## src/rv_macros.svh

```systemverilog
`ifndef RV_MACROS_SVH
`define RV_MACROS_SVH

// data and address width
`define RV_XLEN 32

// architectural registers, x0 included
`define RV_NREGS 32

`define RV_RESET_PC 32'h0000_0000

`endif
```

## src/rv_pkg.sv

```systemverilog
`default_nettype none
`include "rv_macros.svh"

package rv_pkg;

    typedef struct packed {
        logic [6:0] funct7;
        logic [4:0] rs2;
        logic [4:0] rs1;
        logic [2:0] funct3;
        logic [4:0] rd;
        logic [6:0] opcode;
    } r_fmt_t;

    typedef struct packed {
        logic [11:0] imm12;
        logic [4:0]  rs1;
        logic [2:0]  funct3;
        logic [4:0]  rd;
        logic [6:0]  opcode;
    } i_fmt_t;

    typedef struct packed {
        logic [6:0] imm_hi;
        logic [4:0] rs2;
        logic [4:0] rs1;
        logic [2:0] funct3;
        logic [4:0] imm_lo;
        logic [6:0] opcode;
    } s_fmt_t;

    // one instruction word seen through each encoding format
    typedef union packed {
        r_fmt_t r;
        i_fmt_t i;
        s_fmt_t s;
    } instr_u;

    typedef enum logic [3:0] {
        ALU_ADD,
        ALU_SUB,
        ALU_AND,
        ALU_OR,
        ALU_XOR,
        ALU_SLT,
        ALU_SLTU,
        ALU_SLL,
        ALU_SRL,
        ALU_SRA,
        ALU_PASS_B
    } alu_op_e;

    typedef enum logic [2:0] {
        IMM_I,
        IMM_S,
        IMM_B,
        IMM_U,
        IMM_J
    } imm_sel_e;

    typedef struct packed {
        alu_op_e    alu_op;
        logic       src_a_pc;
        logic       src_b_imm;
        logic       branch;
        logic [2:0] cond;
        logic       jal;
        logic       jalr;
        logic       reg_write;
        logic       mem_read;
        logic       mem_write;
        imm_sel_e   imm_sel;
    } ctrl_t;

    typedef struct packed {
        logic [`RV_XLEN-1:0] pc;
        instr_u              instr;
    } if_id_t;

    typedef struct packed {
        ctrl_t               ctrl;
        logic [`RV_XLEN-1:0] pc;
        logic [4:0]          rs1;
        logic [4:0]          rs2;
        logic [`RV_XLEN-1:0] rs1_data;
        logic [`RV_XLEN-1:0] rs2_data;
        logic [`RV_XLEN-1:0] imm;
        logic [4:0]          rd;
    } id_ex_t;

    typedef struct packed {
        logic                reg_write;
        logic                mem_read;
        logic                mem_write;
        logic [4:0]          rd;
        logic [`RV_XLEN-1:0] result;
        logic [`RV_XLEN-1:0] store_data;
    } ex_mem_t;

    typedef struct packed {
        logic                reg_write;
        logic [4:0]          rd;
        logic [`RV_XLEN-1:0] data;
    } mem_wb_t;

    typedef struct packed {
        logic stall;
        logic flush;
        logic br_taken;
        logic jump;
    } status_t;

endpackage

`default_nettype wire

```

## src/rv_core.sv

```systemverilog
`default_nettype none
`include "rv_macros.svh"

module rv_core import rv_pkg::*; (
    input  logic                clk,
    input  logic                rst_n_i,
    output logic [`RV_XLEN-1:0] rom_addr_o,
    input  logic [31:0]         instr_i,
    output logic [`RV_XLEN-1:0] ram_addr_o,
    output logic [`RV_XLEN-1:0] store_data_o,
    input  logic [`RV_XLEN-1:0] load_data_i,
    output logic                r_en_o,
    output logic                w_en_o,
    output status_t             status_o
);

    ctrl_t  ctrl;
    instr_u dec_instr;

    // decode-stage word goes out, its control comes back the same cycle
    rv_control u_control (
        .instr_i (dec_instr),
        .ctrl_o  (ctrl)
    );

    rv_datapath u_datapath (
        .clk          (clk),
        .rst_n_i      (rst_n_i),
        .rom_addr_o   (rom_addr_o),
        .instr_i      (instr_i),
        .ctrl_i       (ctrl),
        .dec_instr_o  (dec_instr),
        .ram_addr_o   (ram_addr_o),
        .store_data_o (store_data_o),
        .load_data_i  (load_data_i),
        .r_en_o       (r_en_o),
        .w_en_o       (w_en_o),
        .status_o     (status_o)
    );

endmodule

`default_nettype wire

```

## src/rv_datapath.sv

```systemverilog
`default_nettype none
`include "rv_macros.svh"

module rv_datapath import rv_pkg::*; (
    input  logic                clk,
    input  logic                rst_n_i,
    output logic [`RV_XLEN-1:0] rom_addr_o,
    input  logic [31:0]         instr_i,
    input  ctrl_t               ctrl_i,
    output instr_u              dec_instr_o,
    output logic [`RV_XLEN-1:0] ram_addr_o,
    output logic [`RV_XLEN-1:0] store_data_o,
    input  logic [`RV_XLEN-1:0] load_data_i,
    output logic                r_en_o,
    output logic                w_en_o,
    output status_t             status_o
);

    logic [`RV_XLEN-1:0] pc_q;
    if_id_t              if_id_q;
    id_ex_t              id_ex_q;
    ex_mem_t             ex_mem_q;
    mem_wb_t             mem_wb_q;

    logic [31:0]         dec_word;
    logic [`RV_XLEN-1:0] imm_d;
    logic [`RV_XLEN-1:0] rs1_data;
    logic [`RV_XLEN-1:0] rs2_data;
    logic                uses_rs1;
    logic                uses_rs2;
    logic                load_use;
    logic                stall;
    logic                flush;

    logic [`RV_XLEN-1:0] ex_result;
    logic [`RV_XLEN-1:0] ex_store_data;
    logic [`RV_XLEN-1:0] ex_target;
    logic                ex_redirect;

    //////////////////////////////
    // fetch

    assign rom_addr_o = pc_q;

    always_ff @(posedge clk or negedge rst_n_i) begin
        if (!rst_n_i) begin
            pc_q <= `RV_RESET_PC;
        end else if (flush) begin
            pc_q <= ex_target;
        end else if (!stall) begin
            pc_q <= pc_q + `RV_XLEN'(4);
        end
    end

    // a zero word decodes as a bubble
    always_ff @(posedge clk or negedge rst_n_i) begin
        if (!rst_n_i) begin
            if_id_q <= '0;
        end else if (flush) begin
            if_id_q <= '0;
        end else if (!stall) begin
            if_id_q.pc    <= pc_q;
            if_id_q.instr <= instr_i;
        end
    end

    //////////////////////////////
    // decode

    assign dec_instr_o = if_id_q.instr;
    assign dec_word    = if_id_q.instr;

    always_comb begin
        case (ctrl_i.imm_sel)
            IMM_S:   imm_d = {{20{if_id_q.instr.s.imm_hi[6]}},
                              if_id_q.instr.s.imm_hi, if_id_q.instr.s.imm_lo};
            IMM_B:   imm_d = {{19{dec_word[31]}}, dec_word[31], dec_word[7],
                              dec_word[30:25], dec_word[11:8], 1'b0};
            IMM_U:   imm_d = {dec_word[31:12], 12'h000};
            IMM_J:   imm_d = {{11{dec_word[31]}}, dec_word[31], dec_word[19:12],
                              dec_word[20], dec_word[30:21], 1'b0};
            default: imm_d = {{20{if_id_q.instr.i.imm12[11]}}, if_id_q.instr.i.imm12};
        endcase
    end

    rv_regfile u_regfile (
        .clk        (clk),
        .rst_n_i    (rst_n_i),
        .rs1_i      (if_id_q.instr.r.rs1),
        .rs2_i      (if_id_q.instr.r.rs2),
        .rs1_data_o (rs1_data),
        .rs2_data_o (rs2_data),
        .wb_i       (mem_wb_q)
    );

    // only real source operands can cause a load-use stall
    assign uses_rs1 = !ctrl_i.jal && (ctrl_i.imm_sel != IMM_U);
    assign uses_rs2 = !ctrl_i.src_b_imm || ctrl_i.mem_write || ctrl_i.branch;

    assign load_use = id_ex_q.ctrl.mem_read && (id_ex_q.rd != 5'd0) &&
                      ((uses_rs1 && (id_ex_q.rd == if_id_q.instr.r.rs1)) ||
                       (uses_rs2 && (id_ex_q.rd == if_id_q.instr.r.rs2)));

    // flush wins over stall
    assign flush = ex_redirect;
    assign stall = load_use && !flush;

    always_ff @(posedge clk or negedge rst_n_i) begin
        if (!rst_n_i) begin
            id_ex_q <= '0;
        end else if (flush || stall) begin
            id_ex_q <= '0;
        end else begin
            id_ex_q.ctrl     <= ctrl_i;
            id_ex_q.pc       <= if_id_q.pc;
            id_ex_q.rs1      <= if_id_q.instr.r.rs1;
            id_ex_q.rs2      <= if_id_q.instr.r.rs2;
            id_ex_q.rs1_data <= rs1_data;
            id_ex_q.rs2_data <= rs2_data;
            id_ex_q.imm      <= imm_d;
            id_ex_q.rd       <= if_id_q.instr.r.rd;
        end
    end

    //////////////////////////////
    // execute

    rv_ex_stage u_ex_stage (
        .ex_i         (id_ex_q),
        .mem_fwd_i    (ex_mem_q),
        .wb_fwd_i     (mem_wb_q),
        .result_o     (ex_result),
        .store_data_o (ex_store_data),
        .redirect_o   (ex_redirect),
        .target_o     (ex_target)
    );

    always_ff @(posedge clk or negedge rst_n_i) begin
        if (!rst_n_i) begin
            ex_mem_q <= '0;
        end else begin
            ex_mem_q.reg_write  <= id_ex_q.ctrl.reg_write;
            ex_mem_q.mem_read   <= id_ex_q.ctrl.mem_read;
            ex_mem_q.mem_write  <= id_ex_q.ctrl.mem_write;
            ex_mem_q.rd         <= id_ex_q.rd;
            ex_mem_q.result     <= ex_result;
            ex_mem_q.store_data <= ex_store_data;
        end
    end

    //////////////////////////////
    // memory and writeback

    assign ram_addr_o   = ex_mem_q.result;
    assign store_data_o = ex_mem_q.store_data;
    assign r_en_o       = ex_mem_q.mem_read;
    assign w_en_o       = ex_mem_q.mem_write;

    always_ff @(posedge clk or negedge rst_n_i) begin
        if (!rst_n_i) begin
            mem_wb_q <= '0;
        end else begin
            mem_wb_q.reg_write <= ex_mem_q.reg_write;
            mem_wb_q.rd        <= ex_mem_q.rd;
            mem_wb_q.data      <= ex_mem_q.mem_read ? load_data_i : ex_mem_q.result;
        end
    end

    assign status_o.stall    = stall;
    assign status_o.flush    = flush;
    assign status_o.br_taken = flush && id_ex_q.ctrl.branch;
    assign status_o.jump     = flush && (id_ex_q.ctrl.jal || id_ex_q.ctrl.jalr);

endmodule

`default_nettype wire

```

## src/rv_ex_stage.sv

```systemverilog
`default_nettype none
`include "rv_macros.svh"

module rv_ex_stage import rv_pkg::*; (
    input  id_ex_t              ex_i,
    input  ex_mem_t             mem_fwd_i,
    input  mem_wb_t             wb_fwd_i,
    output logic [`RV_XLEN-1:0] result_o,
    output logic [`RV_XLEN-1:0] store_data_o,
    output logic                redirect_o,
    output logic [`RV_XLEN-1:0] target_o
);

    logic [`RV_XLEN-1:0] rs1_val;
    logic [`RV_XLEN-1:0] rs2_val;
    logic [`RV_XLEN-1:0] op_a;
    logic [`RV_XLEN-1:0] op_b;
    logic [`RV_XLEN-1:0] alu_out;
    logic [`RV_XLEN-1:0] link;
    logic                take;

    // the memory stage holds the younger value, so it is checked first
    function automatic logic [`RV_XLEN-1:0] fwd(
        input logic [4:0]          idx,
        input logic [`RV_XLEN-1:0] reg_val,
        input ex_mem_t             m,
        input mem_wb_t             w
    );
        logic [`RV_XLEN-1:0] val;
        val = reg_val;
        if (m.reg_write && (m.rd != 5'd0) && (m.rd == idx)) begin
            val = m.result;
        end else if (w.reg_write && (w.rd != 5'd0) && (w.rd == idx)) begin
            val = w.data;
        end
        return val;
    endfunction

    assign rs1_val = fwd(ex_i.rs1, ex_i.rs1_data, mem_fwd_i, wb_fwd_i);
    assign rs2_val = fwd(ex_i.rs2, ex_i.rs2_data, mem_fwd_i, wb_fwd_i);

    assign op_a = ex_i.ctrl.src_a_pc  ? ex_i.pc  : rs1_val;
    assign op_b = ex_i.ctrl.src_b_imm ? ex_i.imm : rs2_val;

    //////////////////////////////
    // alu

    always_comb begin
        case (ex_i.ctrl.alu_op)
            ALU_SUB:    alu_out = op_a - op_b;
            ALU_AND:    alu_out = op_a & op_b;
            ALU_OR:     alu_out = op_a | op_b;
            ALU_XOR:    alu_out = op_a ^ op_b;
            ALU_SLT:    alu_out = {{(`RV_XLEN-1){1'b0}}, $signed(op_a) < $signed(op_b)};
            ALU_SLTU:   alu_out = {{(`RV_XLEN-1){1'b0}}, op_a < op_b};
            ALU_SLL:    alu_out = op_a << op_b[4:0];
            ALU_SRL:    alu_out = op_a >> op_b[4:0];
            ALU_SRA:    alu_out = $signed(op_a) >>> op_b[4:0];
            ALU_PASS_B: alu_out = op_b;
            default:    alu_out = op_a + op_b;
        endcase
    end

    // branch compare, funct3 encoding
    always_comb begin
        case (ex_i.ctrl.cond)
            3'b000:  take = (rs1_val == rs2_val);
            3'b001:  take = (rs1_val != rs2_val);
            3'b100:  take = ($signed(rs1_val) < $signed(rs2_val));
            3'b101:  take = ($signed(rs1_val) >= $signed(rs2_val));
            3'b110:  take = (rs1_val < rs2_val);
            3'b111:  take = (rs1_val >= rs2_val);
            default: take = 1'b0;
        endcase
    end

    assign link     = ex_i.pc + `RV_XLEN'(4);
    assign result_o = (ex_i.ctrl.jal || ex_i.ctrl.jalr) ? link : alu_out;

    assign store_data_o = rs2_val;

    assign redirect_o = ex_i.ctrl.jal || ex_i.ctrl.jalr || (ex_i.ctrl.branch && take);

    // jalr drops bit 0, pc-relative targets already have it clear
    assign target_o = {alu_out[`RV_XLEN-1:1], alu_out[0] & ~ex_i.ctrl.jalr};

endmodule

`default_nettype wire

```

## src/rv_regfile.sv

```systemverilog
`default_nettype none
`include "rv_macros.svh"

module rv_regfile import rv_pkg::*; (
    input  logic                clk,
    input  logic                rst_n_i,
    input  logic [4:0]          rs1_i,
    input  logic [4:0]          rs2_i,
    output logic [`RV_XLEN-1:0] rs1_data_o,
    output logic [`RV_XLEN-1:0] rs2_data_o,
    input  mem_wb_t             wb_i
);

    logic [`RV_XLEN-1:0] regs [`RV_NREGS];
    logic                wr_en;

    // x0 is never written so it keeps its reset zero
    assign wr_en = wb_i.reg_write && (wb_i.rd != 5'd0);

    always_ff @(posedge clk or negedge rst_n_i) begin
        if (!rst_n_i) begin
            for (int i = 0; i < `RV_NREGS; i++) begin
                regs[i] <= '0;
            end
        end else if (wr_en) begin
            regs[wb_i.rd] <= wb_i.data;
        end
    end

    // write-before-read bypass
    assign rs1_data_o = (wr_en && (wb_i.rd == rs1_i)) ? wb_i.data : regs[rs1_i];
    assign rs2_data_o = (wr_en && (wb_i.rd == rs2_i)) ? wb_i.data : regs[rs2_i];

endmodule

`default_nettype wire

```

## src/rv_control.sv

```systemverilog
`default_nettype none

module rv_control import rv_pkg::*; (
    input  instr_u instr_i,
    output ctrl_t  ctrl_o
);

    localparam logic [6:0] OP_REG    = 7'b0110011;
    localparam logic [6:0] OP_IMM    = 7'b0010011;
    localparam logic [6:0] OP_LUI    = 7'b0110111;
    localparam logic [6:0] OP_LOAD   = 7'b0000011;
    localparam logic [6:0] OP_STORE  = 7'b0100011;
    localparam logic [6:0] OP_BRANCH = 7'b1100011;
    localparam logic [6:0] OP_JAL    = 7'b1101111;
    localparam logic [6:0] OP_JALR   = 7'b1100111;

    logic [2:0] f3;
    logic       alt;

    assign f3 = instr_i.r.funct3;

    // bit 30 means sub or sra, immediates only honor it on shifts
    assign alt = instr_i.r.funct7[5] &&
                 ((instr_i.r.opcode == OP_REG) || (f3 == 3'b101));

    function automatic alu_op_e alu_decode(input logic [2:0] funct3, input logic sel);
        alu_op_e op;
        case (funct3)
            3'b000:  op = sel ? ALU_SUB : ALU_ADD;
            3'b001:  op = ALU_SLL;
            3'b010:  op = ALU_SLT;
            3'b011:  op = ALU_SLTU;
            3'b100:  op = ALU_XOR;
            3'b101:  op = sel ? ALU_SRA : ALU_SRL;
            3'b110:  op = ALU_OR;
            default: op = ALU_AND;
        endcase
        return op;
    endfunction

    always_comb begin
        // unknown opcodes fall through as a bubble
        ctrl_o = '0;
        case (instr_i.r.opcode)
            OP_REG: begin
                ctrl_o.alu_op    = alu_decode(f3, alt);
                ctrl_o.reg_write = 1'b1;
            end
            OP_IMM: begin
                ctrl_o.alu_op    = alu_decode(f3, alt);
                ctrl_o.src_b_imm = 1'b1;
                ctrl_o.reg_write = 1'b1;
            end
            OP_LUI: begin
                ctrl_o.alu_op    = ALU_PASS_B;
                ctrl_o.src_b_imm = 1'b1;
                ctrl_o.reg_write = 1'b1;
                ctrl_o.imm_sel   = IMM_U;
            end
            OP_LOAD: begin
                // word access only
                if (f3 == 3'b010) begin
                    ctrl_o.src_b_imm = 1'b1;
                    ctrl_o.mem_read  = 1'b1;
                    ctrl_o.reg_write = 1'b1;
                end
            end
            OP_STORE: begin
                if (f3 == 3'b010) begin
                    ctrl_o.src_b_imm = 1'b1;
                    ctrl_o.mem_write = 1'b1;
                    ctrl_o.imm_sel   = IMM_S;
                end
            end
            OP_BRANCH: begin
                // alu forms pc + imm as the target
                ctrl_o.src_a_pc  = 1'b1;
                ctrl_o.src_b_imm = 1'b1;
                ctrl_o.branch    = 1'b1;
                ctrl_o.cond      = f3;
                ctrl_o.imm_sel   = IMM_B;
            end
            OP_JAL: begin
                ctrl_o.src_a_pc  = 1'b1;
                ctrl_o.src_b_imm = 1'b1;
                ctrl_o.jal       = 1'b1;
                ctrl_o.reg_write = 1'b1;
                ctrl_o.imm_sel   = IMM_J;
            end
            OP_JALR: begin
                ctrl_o.src_b_imm = 1'b1;
                ctrl_o.jalr      = 1'b1;
                ctrl_o.reg_write = 1'b1;
            end
            default: begin
            end
        endcase
    end

endmodule

`default_nettype wire

```

## config.mk

```make
export PLATFORM = sky130hd
export DESIGN_NAME = rv_core
export DESIGN_NICKNAME = d
export VERILOG_FILES = /design/src/rv_pkg.sv /design/src/rv_core.sv /design/src/rv_datapath.sv /design/src/rv_ex_stage.sv /design/src/rv_regfile.sv /design/src/rv_control.sv
export VERILOG_INCLUDE_DIRS = /design/src
export SDC_FILE = /design/constraint.sdc
export NUM_CORES = 2
export LEC_CHECK = 0
export BUFFER_PORTS_ARGS = -buffer_cell sky130_fd_sc_hd__buf_2
export CAP_MARGIN = 0
export CORE_MARGIN = 3
export CORE_UTILIZATION = 45
export DETAILED_ROUTE_END_ITERATION = 10
export SLEW_MARGIN = 20
export SYNTH_ARGS = -nofsm -noshare
export SYNTH_HDL_FRONTEND = slang
export SYNTH_HIERARCHICAL = 1
export SYNTH_SLANG_ARGS = --single-unit
```

## constraint.sdc

```tcl
create_clock -name clk -period 8.91 [get_ports clk]
set_input_delay 0.4455 -clock clk [delete_from_list [all_inputs] [get_ports clk]]
set_output_delay 0.4455 -clock clk [all_outputs]
set_load 0.01 [all_outputs]
```

==> impl_metrics.env <==
export IMPL_worst_slew_pin_slew_ns=1.46
export IMPL_pre_cts_slack_ns=1.64
export IMPL_rrSetupSlack_ns=1.36
export IMPL_cp_arrival_ns=7.34
export IMPL_syn_area_sq_um=82700
export IMPL_die_h_um=435
export IMPL_die_w_um=435
export IMPL_cts_max_level=4
export IMPL_worstSetupEndpoint="status_o[0]"
export IMPL_clockRootBuffer="clkbuf_16"
export IMPL_first_global_vias=63300
export IMPL_total_power_mw=19.6
export IMPL_cp_required_ns=8.46
export IMPL_p_leak_nw=40.1
export IMPL_vdd_drop_max_mv=0.167
export IMPL_setup_violations=0
export IMPL_syn_inst=6942
export IMPL_slew_headroom=0.0191
export IMPL_ys_warn_count=6
export IMPL_path_clk_slew_ns=0.06
export IMPL_drt_pass1_iter_count=6
export IMPL_p_comb_frac=0.250
export IMPL_layout_drive_gt1_share=0.348
export IMPL_sw_frac_of_total=0.366
export IMPL_gp_congestion=1.05
export IMPL_fp_dieArea_sq_um=189000
export IMPL_num_rows=156
export IMPL_fin_crit_sh=0.874
export IMPL_internal_power_mw=12.4
export IMPL_drc=0
export IMPL_cp_end_kind="output port"
export IMPL_nets=6999
export IMPL_vias=63500
export IMPL_grt_usage=0.338
export IMPL_worstHoldStart="load_data_i[11]"
export IMPL_powerDensity_nw_per_um2=216
export IMPL_failed_checks="capacitance limit"
export IMPL_antenna_found_initial=16
export IMPL_worstRegToRegCells=21
export IMPL_reg2reg_from="u_datapath/mem_wb_q[35]"
export IMPL_syn_nets=7140
export IMPL_port_buffers=167
export IMPL_areaGrowthSynthToFinish_pct=9.63
export IMPL_crit_path_start_kind="flip-flop"
export IMPL_period_minus_slack_ns=7.79
export IMPL_fin_setup_tns_ns=0
export IMPL_cts_tree="done"
export IMPL_hold_viol_final=0
export IMPL_cp_max_fo=35
export IMPL_drt_iter0_drc=7172
export IMPL_grt_first_pass_wirelength_um=467000
export IMPL_ant_nets=0
export IMPL_fmax_ghz=0.128
export IMPL_crit_start="u_datapath/mem_wb_q[35]"
export IMPL_clk_latency_ns=0.83
export IMPL_cts_sinks=1388
export IMPL_clock_path_buffers=3
export IMPL_post_dp_hpwl_um=209000
export IMPL_cts_made_buffers=152
export IMPL_status="finished with violations"
export IMPL_clkPwrFrac=0.332
export IMPL_final_max_slew_viol_count=0
export IMPL_coreArea_sq_um=182000
export IMPL_hold_class="input pin to flip-flop"
export IMPL_p_sw_mw=7.17
export IMPL_avgSynthCellArea_sq_um=11.9
export IMPL_start_util=0.455
export IMPL_wire_per_inst_um=34.6
export IMPL_drt_total_wl_um=325000
export IMPL_skew_ns=0.0368
export IMPL_cap_violations=1
export IMPL_grt_max_degree=187
export IMPL_r2r_end="u_datapath/rom_addr_o[0]"
export IMPL_fin_ws_ns=1.12
export IMPL_grt_ovfl_total=0
export IMPL_io_pins=168
export IMPL_post_drt_via_cell_ratio=6.77
export IMPL_path_class="flip-flop to output port"
export IMPL_p_seq_frac=0.418
export IMPL_rsz0062_at_grt="no"
-- worst max-delay path, cell delays in order, from the launching register on --
cell and delay [ns]:
dfrtp_1 0.55, or4_4 0.64, o21ai_4 0.20, buf_4 0.38, nor3_4 0.11, buf_4 0.25
mux2i_1 0.21, o21ai_0 0.78, inv_1 0.15, ha_1 0.37, nand4_1 0.10, nor2_1 0.31
nand4_1 0.12, or3_1 0.42, nor3_1 0.37, nand2_1 0.23, xnor2_1 0.18, a31oi_1 0.27
o21ai_4 0.11, inv_1 0.06, buf_4 0.38, nor2_1 0.15, buf_2 0.17
-- power groups by stage --
stage | logic [mW] | registers [mW] | clock network [mW]
6_report | 4.90 | 8.19 | 6.49
5_1_grt | 5.16 | 8.22 | 6.85
4_1_cts | 4.77 | 8.11 | 6.59
3_5_place_dp | 4.73 | 8.22 | 0
3_3_place_gp | 4.71 | 8.20 | 0
2_1_floorplan | 3.13 | 7.49 | 0
-- worst min path at each step --
stage | endpoint | slack, ns | cells past startpoint
floorplan | u_datapath/dec_instr_o[0] | 0.15 | 0
global placement | u_datapath/w_en_o | 0.33 | 0
global route | u_datapath/mem_wb_q[11] | 0.01 | 2
CTS | u_datapath/mem_wb_q[11] | 0.005 | 2
finish | u_datapath/mem_wb_q[11] | 0.03 | 2
detailed placement | u_datapath/ex_mem_q[71] | 0.34 | 0
-- layer usage --
layer,GRT usage,share of wire,vias to the layer above
li1,-,-,26000
met1,0.422,0.38,33100
met2,0.531,0.46,3387
met3,0.0686,0.082,924
met4,0.229,0.080,2
met5,0,0.000040,-
-- metrics by stage --
stage          hold WS (ns)  utilization  cell area (sq um)  std cells
6_report             0.0283        0.499              90700       9373
4_1_cts             0.00451        0.499              90600       9364
5_1_grt              0.0129        0.499              90700       9366
3_3_place_gp          0.333        0.467              84800       9030
2_1_floorplan         0.150            -              82700       6942
3_5_place_dp          0.344        0.467              84900       9031
-- cell type report --
type	count	area, sq um
diodes	8	20.0
clock buffers	210	4380
clock inverters	59	712
fillers	15900	91000
inverters	144	546
multi-input cells	4654	43800
flip-flops and latches	1388	34800
well taps	2449	3060
repair buffers	461	3380
-- timing repair --
action | CTS | global route
hold buffers | 64 | 0
endpoints found under the hold margin | 155 | 0
gates resized for setup | 0 | 0
buffers inserted | 0 | 0
-- sequential cells by signal (all words and copies together) (netlist names) --
signal / flops
u_datapath/mem_wb_q: 38
u_datapath/r_en_o: 1
u_datapath/u_regfile/regs: 1024
u_datapath/dec_instr_o: 32
u_datapath/w_en_o: 1
u_datapath/store_data_o: 32
u_datapath/id_ex_q: 158
u_datapath/ex_mem_q: 6
u_datapath/ram_addr_o: 32
u_datapath/if_id_q: 32
u_datapath/rom_addr_o: 32
-- layout by cell type (no fill, tap or decap), types with 17 or more instances in the layout --
master	instances
buf_2	166
dfrtp_1	1373
a221oi_1	31
mux4_2	509
nand4_1	68
nand2_1	268
ha_1	130
nor2b_1	28
inv_1	138
xor2_1	26
buf_4	217
mux2i_1	100
nand2b_1	21
clkbuf_16	155
o221ai_1	23
nor4_1	86
o31ai_1	53
o21ai_0	217
a22oi_1	26
nor2_4	17
nor3_1	66
a21oi_1	311
o211ai_1	67
and2_1	145
xnor2_1	61
o22ai_1	265
dlygate4sd3_1	64
clkbuf_1	26
a41o_1	19
a21o_1	34
nor2_1	315
a31oi_1	58
and3_1	32
mux2_2	1085
nand3_1	135
clkinv_2	32
clkbuf_8	29
a211oi_1	74
(Power assumes the default switching activity.)
